`src/mem_types_pkg.sv`:
```
`default_nettype none
// --------------------------------------------------------------------
// Packet memory types: word address, data word and access request
// --------------------------------------------------------------------
package mem_types_pkg;

    typedef logic [6:0]  addr_t;
    typedef logic [63:0] mem_data_t;

    // One access per cycle, read when wr is low
    typedef struct packed {
        logic      req;
        logic      wr;
        addr_t     addr;
        mem_data_t data;
    } mem_req_t;

endpackage
`default_nettype wire

```
`src/pkt_types_pkg.sv`:
```
`default_nettype none
// --------------------------------------------------------------------
// Packet types: data words, descriptors and per-packet fate reporting
// --------------------------------------------------------------------
package pkt_types_pkg;
    import mem_types_pkg::*;

    localparam int DATA_BYTES = 8;

    typedef logic [8*DATA_BYTES-1:0] data_t;
    typedef logic [2:0]              mty_t;
    typedef logic [7:0]              meta_t;
    typedef logic [11:0]             size_t;

    // Fate of a finished input packet
    typedef enum logic [2:0] {
        OK    = 3'd0,
        ERR   = 3'd1,
        SHORT = 3'd2,
        LONG  = 3'd3,
        OFLOW = 3'd4
    } status_t;

    typedef struct packed {
        data_t data;
        logic  sop;
        logic  eop;
        mty_t  mty;   // empty bytes, valid on eop only
        logic  err;
        meta_t meta;
    } pkt_word_t;

    typedef struct packed {
        addr_t addr;  // slot base
        size_t size;
        meta_t meta;
    } desc_t;

    typedef struct packed {
        size_t   size;
        status_t status;
    } pkt_event_t;

endpackage
`default_nettype wire

```
`src/packet_read.sv`:
```
`timescale 1ns/1ps
`default_nettype none
// --------------------------------------------------------------------
// Packet reader: queues descriptors, reads packets back from memory
// and sends them out under credit control
// --------------------------------------------------------------------
module packet_read
    import pkt_types_pkg::*, mem_types_pkg::*;
#(
    parameter int NUM_SLOTS   = 8,
    parameter int MAX_CREDITS = 4
) (
    input  wire logic      clk,
    input  wire logic      srst,
    input  wire desc_t     desc,
    input  wire logic      desc_vld,
    output mem_req_t       mem_req,
    input  wire logic      mem_gnt,
    input  wire mem_data_t rd_data,
    output pkt_word_t      out_word,
    output logic           out_vld,
    input  wire logic      credit_ret,
    output addr_t          free_addr,
    output logic           free_vld
);
    localparam int PTR_W = (NUM_SLOTS > 1) ? $clog2(NUM_SLOTS) : 1;

    typedef logic [PTR_W-1:0]                 ptr_t;
    typedef logic [$clog2(NUM_SLOTS+1)-1:0]   q_cnt_t;
    typedef logic [$clog2(MAX_CREDITS+1)-1:0] credit_t;

    // Framing of the word that returns from memory next cycle
    typedef struct packed {
        logic  sop;
        logic  eop;
        mty_t  mty;
        meta_t meta;
    } rd_tag_t;

    desc_t   q_mem [NUM_SLOTS];
    ptr_t    q_wr_ptr;
    ptr_t    q_rd_ptr;
    q_cnt_t  q_cnt;
    desc_t   head;
    credit_t credits;
    addr_t   word_idx;
    logic    rd_fire;
    logic    rd_last;
    mty_t    last_mty;
    logic    rd_vld;
    rd_tag_t tag;

    function automatic ptr_t ptr_next(input ptr_t p);
        return (p == ptr_t'(NUM_SLOTS - 1)) ? '0 : p + 1'b1;
    endfunction

    assign head     = q_mem[q_rd_ptr];
    assign rd_last  = size_t'((word_idx + 1'b1) * DATA_BYTES) >= head.size;
    // Full last word wraps to zero
    assign last_mty = mty_t'(DATA_BYTES - head.size % DATA_BYTES);

    assign mem_req = '{
        req:  (q_cnt != '0) && (credits != '0),
        wr:   1'b0,
        addr: head.addr + word_idx,
        data: '0
    };
    assign rd_fire = mem_req.req && mem_gnt;

    // Slot goes back once its last word is read
    assign free_vld  = rd_fire && rd_last;
    assign free_addr = head.addr;

    always_ff @(posedge clk) begin
        if (srst) begin
            q_wr_ptr <= '0;
            q_rd_ptr <= '0;
            q_cnt    <= '0;
            credits  <= credit_t'(MAX_CREDITS);
            word_idx <= '0;
            rd_vld   <= 1'b0;
        end else begin
            if (desc_vld) begin
                q_wr_ptr <= ptr_next(q_wr_ptr);
            end
            if (free_vld) begin
                q_rd_ptr <= ptr_next(q_rd_ptr);
            end
            q_cnt   <= q_cnt + q_cnt_t'(desc_vld) - q_cnt_t'(free_vld);
            credits <= credits + credit_t'(credit_ret) - credit_t'(rd_fire);
            if (rd_fire) begin
                word_idx <= rd_last ? '0 : word_idx + 1'b1;
            end
            rd_vld <= rd_fire;
        end
    end

    always_ff @(posedge clk) begin
        if (desc_vld) begin
            q_mem[q_wr_ptr] <= desc;
        end
        tag.sop  <= (word_idx == '0);
        tag.eop  <= rd_last;
        tag.mty  <= rd_last ? last_mty : '0;
        tag.meta <= head.meta;
    end

    assign out_vld  = rd_vld;
    assign out_word = '{
        data: rd_data,
        sop:  tag.sop,
        eop:  tag.eop,
        mty:  tag.mty,
        err:  1'b0,
        meta: tag.meta
    };

endmodule
`default_nettype wire

```
`config.mk`:
```
export PLATFORM = sky130hd
export DESIGN_NAME = packet_read
export DESIGN_NICKNAME = d
export VERILOG_FILES = /design/src/mem_types_pkg.sv /design/src/pkt_types_pkg.sv /design/src/packet_read.sv
export SDC_FILE = /design/constraint.sdc
export NUM_CORES = 1
export LEC_CHECK = 0
export ABC_CLOCK_PERIOD_IN_PS = 4150
export BUFFER_PORTS_ARGS = -buffer_cell sky130_fd_sc_hd__buf_2
export CAP_MARGIN = 5
export CORE_ASPECT_RATIO = 0.9
export CORE_MARGIN = 4
export CORE_UTILIZATION = 49
export CTS_CLUSTER_DIAMETER = 200
export DETAILED_ROUTE_END_ITERATION = 10
export HOLD_SLACK_MARGIN = 0.15
export PLACE_DENSITY_LB_ADDON = 0.2
export REMOVE_ABC_BUFFERS = 1
export SLEW_MARGIN = 15
export SYNTH_ARGS = -nofsm -noshare
export SYNTH_HDL_FRONTEND = slang
export SYNTH_SLANG_ARGS = --single-unit
```
`constraint.sdc`:
```
create_clock -name clk -period 4.15 [get_ports clk]
set_input_delay 0.6225 -clock clk [delete_from_list [all_inputs] [get_ports clk]]
set_output_delay 0.6225 -clock clk [all_outputs]
set_load 0.05 [all_outputs]
```
==> flow_summary.json, run 1 <==
{
  "status": "completed",
  "path_clk_slew_ns": 0.06,
  "core_area_um2": 21890,
  "die_h_um": 150.2,
  "cts_max_level": 1,
  "timing.fmax_ghz": 0.2499,
  "fin_worst_skew_ns": 0.01339,
  "clk_latency_ns": 0.53,
  "first_pass_iters": 4,
  "fin_nets": 807,
  "syn_area_per_cell_um2": 16.71,
  "crit_required_ns": 3.53,
  "clk_path_buf_depth": 3,
  "wl_um": 26400,
  "synth-seq-cells": 253,
  "fillers": 1723,
  "synth.distinct_cells": 37,
  "via_per_inst": 5.467,
  "grt_pass1_wl_um": 38270,
  "grt.busiest_layer": "met2",
  "syn_area_um2": 11010,
  "tritoncts": "yes",
  "yosys-top-cells-area": "edfxtp_1 59%, mux4_2 11%, buf_4 9.3%, dfxtp_1 6.7%, ha_1 3.2%",
  "grtUsageTotal_pct": 20.82,
  "start_util_pct": 50.32,
  "critPathMaxFanout": 6,
  "wl_per_cell_um": 26.64,
  "port_buffers": 61,
  "p_comb_share_pct": 11.1,
  "grt_overflow": 0,
  "io_pins": 256,
  "cts_buffers": 26,
  "drcViolationCount": 0,
  "fin_hold_ws_ns": 0.3660,
  "worstHoldStart": "desc[9]",
  "worstSetupPathType": "reg -> out",
  "yosys_warnings": 0,
  "max_cap_violations": 0,
  "post-route-min-period_ns": 4.001,
  "ys.flop_type": "edfxtp_1",
  "synthCells": 659,
  "first_global_vias": 5561,
  "pwr-share-clk_pct": 39.1,
  "hpwlAfterDp_um": 16390,
  "crit_arrival_ns": 3.38,
  "yosysSeqAreaShare_pct": 65.62,
  "timing.final.crit_share_pct": 96.41,
  "grt_max_degree": 55,
  "antenna_cells": 0,
  "tightest_slew_ns": 0.5401,
  "synth_edf_count": 216,
  "maxSlewViolCount": 0,
  "postCtsHoldBufs": 0,
  "worstSetupStartpointType": "flop",
  "switching_share_pct": 24.50,
  "met3_usage_pct": 12.79,
  "slew_headroom_pct": 63.99,
  "worstSetupEndpointType": "primary output",
  "clkSinkCount": 253,
  "cellLeakagePower_nw": 4.250,
  "die_area_um2": 24940,
  "setup_violations": 0,
  "syn_to_final_growth_pct": 9.214,
  "fin_cells": 991,
  "netSwitchingPower_mw": 1.415,
  "synth_area_leader_cell": "edfxtp_1",
  "dp.cells": 937,
  "async_reset_ff_share_pct": 0,
  "ant_nets": 0,
  "synth_top_area_share_pct": 58.90,
  "p_per_area_nw_per_um2": 480.2,
  "via_count": 5418,
  "cts_root_buffer": "clkbuf_16",
  "place_congestion": 0.7820,
  "hold_class": "in -> reg",
  "p_int_mw": 4.360,
  "hold_viol": 0,
  "layout-drive-gt1-share_pct": 30.00,
  "antenna_found_initial": 3,
  "drtIter0Drc": 298,
  "die_w_um": 166.0,
  "fp-row-count": 51,
  "peakVddDrop_mv": 0.3207,
  "grtUsageMet1_pct": 26.14,
  "grt_use_met2_pct": 30.86,
  "sequentialPowerShare_pct": 49.8
}
-- sequential cells by signal (all words and copies together) (netlist names), named ones only --
register and cells:
credits 3, q_rd_ptr 3, out_vld 1, q_wr_ptr 3, q_cnt 4, word_idx 7
out_word 13, q_mem 216
-- final cells by class --
type                       count  area, um^2  share of cell area (%)
sequential                   253        7233                   60.14
multi-input combinational    295        2935                   24.40
clock buffer                  35       684.4                   5.690
timing repair buffer          85       588.1                   4.889
tap                          291       364.1                   3.027
clock inverter                13       151.4                   1.259
inverter                      19       71.32                  0.5929
-- power by group through the flow --
stage / logic [mW] / clock network, mW / registers, mW
2_1_floorplan: 0.438 / 0 / 2.96
3_3_place_gp: 0.623 / 0 / 2.92
3_5_place_dp: 0.634 / 0 / 2.93
4_1_cts: 0.640 / 2.31 / 2.88
5_1_grt: 0.702 / 2.43 / 2.88
6_report: 0.643 / 2.26 / 2.88
-- placed cells by master (no fill, tap or decap), types with 3 or more instances in the layout --
cell,netlist,final
dfxtp_1,37,34
nor2_2,0,7
nor3_1,7,4
nand3_1,12,11
nor3_2,0,3
clkinv_1,0,4
nor4_1,3,3
inv_1,19,19
edfxtp_1,216,216
o21ai_0,8,7
conb_1,1,66
clkbuf_16,0,28
buf_4,137,17
nand2_1,10,10
mux2_2,14,13
nand2b_1,4,4
xor2_1,6,6
bufinv_16,0,3
ha_1,28,26
a21oi_1,12,11
mux4_2,54,54
buf_2,7,58
nor2_1,24,17
mux2i_1,16,15
clkbuf_1,12,9
clkinv_2,0,3
and3_1,4,4
xnor2_1,7,6
a21o_1,3,3
nor2b_1,3,3
buf_6,1,4
-- cell families after synthesis --
kind of cell,after synthesis,synth area share [%]
compound gates,28,1.454
mux,84,13.93
flops,253,65.62
buf+inv,176,10.82
xor+xnor,14,1.238
fa+ha+maj,31,3.726
other cells,1,0.03405
simple gates,72,3.181
-- Yosys cell counts (all sizes together), types with 10 or more instances --
master  count
mux4       54
mux2       14
nor2       24
ha         28
a21oi      12
mux2i      16
dfxtp      37
clkbuf     12
nand3      12
nand2      10
inv        19
edfxtp    216
buf       145
-- final timing paths --
kind / to / slack [ns] / depth (start not counted)
hold reg to reg: flop / 0.51 / 2
setup / recovery: mem_req[70] / 0.15 / 12
setup reg to reg: q_cnt[2]$_SDFF_PP0_ / 0.46 / 16
hold / removal: q_mem[3][9]$_DFFE_PP_ / 0.37 / 1
-- per-layer routing --
metal  up-vias  wire, um
met4        12       529
met1      2738     10690
met3        56      3538
met2       299     11420
met5         -       223
li1       2313         -
-- stage by stage --
stage,instance area (um^2),setup TNS (ns),total power [mW],worst slack (ns),utilization (%)
2_1_floorplan,10140,-27.51,3.402,-1.956,-
6_report,12030,0,5.776,0.1489,54.95
3_3_place_gp,11000,0,3.547,0.2756,50.24
3_5_place_dp,11000,0,3.563,0.2004,50.24
5_1_grt,12030,-0.04431,6.017,-0.04431,54.95
4_1_cts,11860,0,5.824,0.002299,54.20
-- critical path, cell delays in order, from the launching register on --
cell	delay, ns
dfxtp_4	0.45
mux4_2	0.53
mux2_4	0.30
ha_1	0.22
inv_1	0.09
fa_2	0.24
nor2b_1	0.05
o21ai_1	0.16
a21boi_1	0.10
o21a_1	0.20
nor2_2	0.11
xnor3_1	0.24
buf_6	0.17
-- what timing repair did --
action | CTS | global route
endpoints found under the setup margin | 2 | 3
setup buffers | 2 | 2
cloned | 0 | 2
resized for setup | 6 | 22
pin swaps | 0 | 2
(Power assumes the default switching activity.)
==> run 2, diff against run 1 <==
- CORE_MARGIN: 4 -> 5
- RECOVER_POWER: not set -> 50
==> run 2 against run 1 <==
Effect of this change:
- critical path type unchanged
- setup slack got worse by 0.025 ns
- critical endpoint unchanged
- non-clock buffer count rose by 16
- via count rose by 2.4%
- highest routed layer unchanged
- worst hold slack improved by 0.064 ns
==> flow_summary.json, run 2 (same netlist as run 1, synthesis figures left out) <==
{
  "r2r-end": "q_cnt[2]$_SDFF_PP0_",
  "clk_path_buf_depth": 3,
  "io_pins": 256,
  "cellLeakagePower_nw": 4.294,
  "wl_per_cell_um": 26.36,
  "hold_class": "in -> reg",
  "largest_reg_flops": 216,
  "die_h_um": 152.2,
  "tns_ns": 0,
  "antenna_cells": 0,
  "fp-row-count": 52,
  "via_per_inst": 5.477,
  "fin_hold_ws_ns": 0.4299,
  "first_global_vias": 5628,
  "slew_headroom_pct": 60.64,
  "wl_um": 26700,
  "start_util_pct": 49.35,
  "cts_buffers": 26,
  "final_cell_mix": "216 x edfxtp_1, 66 x conb_1, 54 x mux4_2",
  "worstPathCellList": "buf_8, mux4_2, mux2_2, ha_1, inv_1, fa_1, nor2b_1, o21ai_1, a21boi_1, o21a_1, nor2_1, xnor3_1, buf_4",
  "peakVddDrop_mv": 0.4005,
  "max_stage_delay_ns": 0.49,
  "crit_required_ns": 3.53,
  "tritoncts": "yes",
  "regToRegSetupSlack_ns": 0.46,
  "cp_top_family": "multiplexers",
  "multiInputGateArea_um2": 2893,
  "via_count": 5548,
  "post-route-min-period_ns": 4.026,
  "timing.fmax_ghz": 0.2484,
  "worstSetupStartpointType": "flop",
  "worstHoldStart": "desc[16]",
  "met3_usage_pct": 11.34,
  "hold_depth": 1,
  "die_area_um2": 25580,
  "whs_endpoint": "q_mem[0][16]$_DFFE_PP_",
  "max_flop_register": "q_mem",
  "grtUsageTotal_pct": 20.27,
  "clk_latency_ns": 0.53,
  "drtIter0Drc": 280,
  "max_cap_violations": 0,
  "crit_arrival_ns": 3.40,
  "path_clk_slew_ns": 0.06,
  "fillers": 1783,
  "drcViolationCount": 0,
  "dpl_worst_slack_ns": 0.2381,
  "place_congestion": 0.7677,
  "setup_violations": 0,
  "place_area_um2": 11060,
  "fin_worst_skew_ns": 0.008863,
  "critPathMaxFanout": 8,
  "core_area_um2": 22320,
  "r2r_cells": 16,
  "fin_nets": 823,
  "clkSinkCount": 253,
  "cts_root_buffer": "clkbuf_16",
  "maxSlewViolCount": 0,
  "p_per_area_nw_per_um2": 494.6,
  "slowest_stage": "mux4_2",
  "grt.busiest_layer": "met2",
  "dp.cells": 952,
  "fin_util_pct": 54.37,
  "worstSetupPathType": "reg -> out",
  "layout-drive-gt1-share_pct": 28.07,
  "first_pass_iters": 6,
  "syn_to_final_growth_pct": 10.18,
  "worst_slack_ns": 0.1238,
  "hold_viol": 0,
  "status": "completed",
  "postCtsHoldBufs": 0,
  "finalPower_mw": 6.001,
  "seqCellArea_um2": 7234,
  "antenna_found_initial": 2,
  "grt_pass1_wl_um": 38660,
  "fin_cells": 1013,
  "port_buffers": 61,
  "grt_use_met2_pct": 29.09,
  "grt_overflow": 0,
  "grt_max_degree": 28,
  "hpwlAfterDp_um": 17070,
  "die_w_um": 168.0,
  "ant_nets": 0,
  "tightest_slew_ns": 0.5898,
  "worstSetupEndpointType": "primary output",
  "path_buf_inv": 3,
  "cp.depth": 13,
  "cts_max_level": 1,
  "final_cell_area_um2": 12130,
  "layout_commonest_cell": "edfxtp_1",
  "timing.final.crit_share_pct": 97.02,
  "grtUsageMet1_pct": 26.86
}
==> run 2: changes by cell type in the layout (fill, tap and decap cells not counted), sizes merged <==
| cell | delta |
|---|---|
| buf | -8 |
| inv | +1 |
| clkinvlp | -1 |
| clkbuf | +22 |
| bufinv | +2 |
==> run 2: area by class of cell <==
class	count	area share [%]
Inverter	19	0.5878
Clock buffer	33	5.826
Tap cell	297	3.062
Clock inverter	15	1.887
Multi-Input combinational cell	295	23.84
Timing Repair Buffer	101	5.176
Sequential cell	253	59.62
==> run 2: worst max-delay path by stage <==
stage	from	endpoint	slack, ns
after global placement	flop	mem_req[70]	0.33
final	flop	mem_req[70]	0.12
after CTS	flop	mem_req[69]	0.002
after floorplan	flop	q_cnt[2]$_SDFF_PP0_	-1.96
after detailed placement	flop	mem_req[70]	0.24
after global routing	flop	mem_req[70]	-0.04
==> run 2: worst reg2reg max path, stage by stage, from the launching register on <==
cell and delay [ns]:
dfxtp_4 0.41, buf_12 0.16, mux4_2 0.51, mux2i_1 0.22, ha_1 0.31, nand3_2 0.10, nor3_1 0.07, a2111o_1 0.42
o21ai_2 0.17, nor2_1 0.09, ha_1 0.29, inv_1 0.06, ha_1 0.15, inv_1 0.05, fa_1 0.37, xor2_1 0.14
nor2_1 0.05
==> run 2: power by group <==
group	total [mW]	internal [mW]	switching (mW)
clock	2.49	1.53	0.962
sequential	2.88	2.84	0.0336
combinational	0.636	0.164	0.473
total	6.00	4.53	1.47
==> run 2: repair_timing <==
item | in CTS | in global routing
buffers inserted | 4 | 9
gates resized for setup | 4 | 18
endpoints found under the setup margin | 4 | 3
gates cloned | 0 | 0
==> run 2: metal layers <==
metal  routed length [um]  up-vias
li1                     -     2341
met3                 3609       48
met4                  418       10
met5                  180        -
met2                11610      336
met1                10890     2813
==> run 3, diff against run 2 <==
--- a/config.mk
+++ b/config.mk
@@ -7,2 +7,3 @@
 export LEC_CHECK = 0
+export ABC_AREA = 0
 export ABC_CLOCK_PERIOD_IN_PS = 4150
==> constraint.sdc (replaced) <==
create_clock -name clk -period 4.15 [get_ports clk]
set_input_delay 0.83 -clock clk [delete_from_list [all_inputs] [get_ports clk]]
set_output_delay 0.83 -clock clk [all_outputs]
set_load 0.05 [all_outputs]
==> run 3 against run 2 <==
Effect of this change:
- the flow now finishes with violations (capacitance limit, slew limit)
- critical path type unchanged
- global-route usage increased by 0.058 points
- sequential share of layout area decreased by 0.11 points
- largest cell class unchanged
- first-iteration DRC count increased by 36%
- sequential cell count unchanged
- maximum frequency decreased by 1.8%
- critical endpoint unchanged
- register-to-register slack got worse by 0.07 ns
- count of clock-buffer cells in the layout increased by 1
- setup slack got worse by 0.072 ns
- clock skew increased by 0.0090 ns
- sequential power about the same
- worst hold slack improved by 0.079 ns
==> flow_summary.json, run 3 (same netlist as run 1, synthesis figures left out) <==
{
  "antenna_cells": 0,
  "syn_to_final_growth_pct": 10.37,
  "port_buffers": 61,
  "largest_reg_flops": 216,
  "path_buf_inv": 3,
  "hold_class": "reg -> reg",
  "fillers": 1747,
  "timing.fmax_ghz": 0.2440,
  "final_cell_mix": "216 x edfxtp_1, 66 x conb_1, 54 x mux4_2",
  "crit_arrival_ns": 3.27,
  "clkSinkCount": 253,
  "worstSetupEndpointType": "primary output",
  "die_area_um2": 25580,
  "core_area_um2": 22320,
  "slowest_stage": "mux4_2",
  "drtIter0Drc": 381,
  "max_cap_violations": 4,
  "io_pins": 256,
  "tritoncts": "yes",
  "clk_latency_ns": 0.54,
  "slew_headroom_pct": -35.37,
  "fin_cells": 1002,
  "first_global_vias": 5514,
  "wl_um": 26620,
  "fp-row-count": 52,
  "ant_nets": 0,
  "worst_slack_ns": 0.05169,
  "worstPathCellList": "buf_12, mux4_2, mux2_4, ha_4, inv_2, fa_2, nor2b_2, o21ai_2, a21boi_2, o21a_1, nor2_1, xnor3_1, buf_6",
  "start_util_pct": 49.35,
  "cts_buffers": 26,
  "violations": "capacitance limit, slew limit",
  "critPathMaxFanout": 6,
  "drcViolationCount": 0,
  "dp.cells": 941,
  "fin_nets": 812,
  "via_per_inst": 5.448,
  "clk_path_buf_depth": 3,
  "hold_viol": 0,
  "place_congestion": 0.8021,
  "worstSetupPathType": "reg -> out",
  "fin_hold_ws_ns": 0.5089,
  "cts_max_level": 1,
  "layout-drive-gt1-share_pct": 27.94,
  "grt_overflow": 0,
  "cellLeakagePower_nw": 4.210,
  "layout_commonest_cell": "edfxtp_1",
  "grtUsageTotal_pct": 20.33,
  "maxSlewViolCount": 112,
  "grt_setup_unrepaired": "yes",
  "fin_worst_skew_ns": 0.01787,
  "postCtsHoldBufs": 0,
  "via_count": 5459,
  "timing.final.crit_share_pct": 98.75,
  "worstSetupStartpointType": "flop",
  "dpl_worst_slack_ns": 0.2718,
  "tns_ns": 0,
  "cts_root_buffer": "clkbuf_16",
  "wl_per_cell_um": 26.57,
  "regToRegSetupSlack_ns": 0.39,
  "grt_max_degree": 28,
  "crit_required_ns": 3.32,
  "max_stage_delay_ns": 0.50,
  "path_clk_slew_ns": 0.06,
  "max_flop_register": "q_mem",
  "post-route-min-period_ns": 4.098,
  "die_w_um": 168.0,
  "grt_pass1_wl_um": 38300,
  "first_pass_iters": 5,
  "peakVddDrop_mv": 0.3378,
  "die_h_um": 152.2,
  "hpwlAfterDp_um": 16740,
  "setup_violations": 0,
  "cp_top_family": "multiplexers",
  "antenna_found_initial": 2,
  "p_per_area_nw_per_um2": 477.8,
  "tightest_slew_ns": 2.031,
  "status": "finished with violations"
}
[run 3: cell types whose count changed in the layout (fill, tap and decap cells not counted), sizes merged]
| cell | before | now |
|---|---|---|
| clkinvlp | 1 | 3 |
| bufbuf | 0 | 2 |
| clkinv | 8 | 9 |
| inv | 20 | 19 |
| buf | 74 | 56 |
| bufinv | 5 | 2 |
| clkbuf | 60 | 66 |
[run 3: path summary, 6_finish.rpt]
check        cells past startpoint                  start                    end
max                             13                   flop            mem_req[70]
min                              2  credits[2]$_SDFF_PP1_  credits[2]$_SDFF_PP1_
max reg2reg                     17                   flop    q_cnt[2]$_SDFF_PP0_
min reg2reg                      2  credits[2]$_SDFF_PP1_  credits[2]$_SDFF_PP1_
[run 3: worst register-to-register path, delay by kind of cell, from the launching register on]
family / cells / cell delay, ns
XOR/XNOR: 1 / 0.14
buffers and inverters: 4 / 0.36
adder cells (fa/ha/maj): 4 / 1.10
flip-flops: 1 / 0.41
AO/OA/AOI/OAI: 2 / 0.64
AND/OR/NAND/NOR: 4 / 0.26
multiplexers: 2 / 0.74
[run 3: where the power goes]
group / switching [mW] / internal, mW
Sequential: 0.0354 / 2.85
Clock: 0.955 / 1.33
Combinational: 0.473 / 0.171
[run 3: routing by layer]
| layer | wire (um) | GRT usage [%] |
|---|---|---|
| met1 | 10420 | 25.81 |
| met2 | 11790 | 29.74 |
| met3 | 3760 | 12.27 |
| met4 | 459 | 4.096 |
| met5 | 191 | 6.427 |
[run 3: timing repair]
item,CTS,global route
setup buffers,7,4
endpoints found under the setup margin,3,3
pin swaps,5,6
gates resized for setup,18,17
cloned,3,0
[run 3: through the flow]
| stage | power, mW | instance area [um^2] | utilization (%) |
|---|---|---|---|
| after detailed placement | 3.562 | 11010 | 49.36 |
| after global routing | 6.030 | 12160 | 54.47 |
| after CTS | 5.849 | 12080 | 54.14 |
| after global placement | 3.537 | 11010 | 49.36 |
| final | 5.808 | 12160 | 54.47 |
| after floorplan | 3.402 | 10140 | - |
[run 3: area by class of cell]
| class | count | area (um^2) | area share, % |
|---|---|---|---|
| clock inverters | 14 | 157.7 | 1.297 |
| inverters | 19 | 71.32 | 0.5867 |
| multi-input cells | 295 | 3000 | 24.68 |
| flip-flops and latches | 253 | 7233 | 59.51 |
| repair buffers | 90 | 620.6 | 5.106 |
| clock buffers | 34 | 700.7 | 5.764 |
| well taps | 297 | 371.6 | 3.057 |
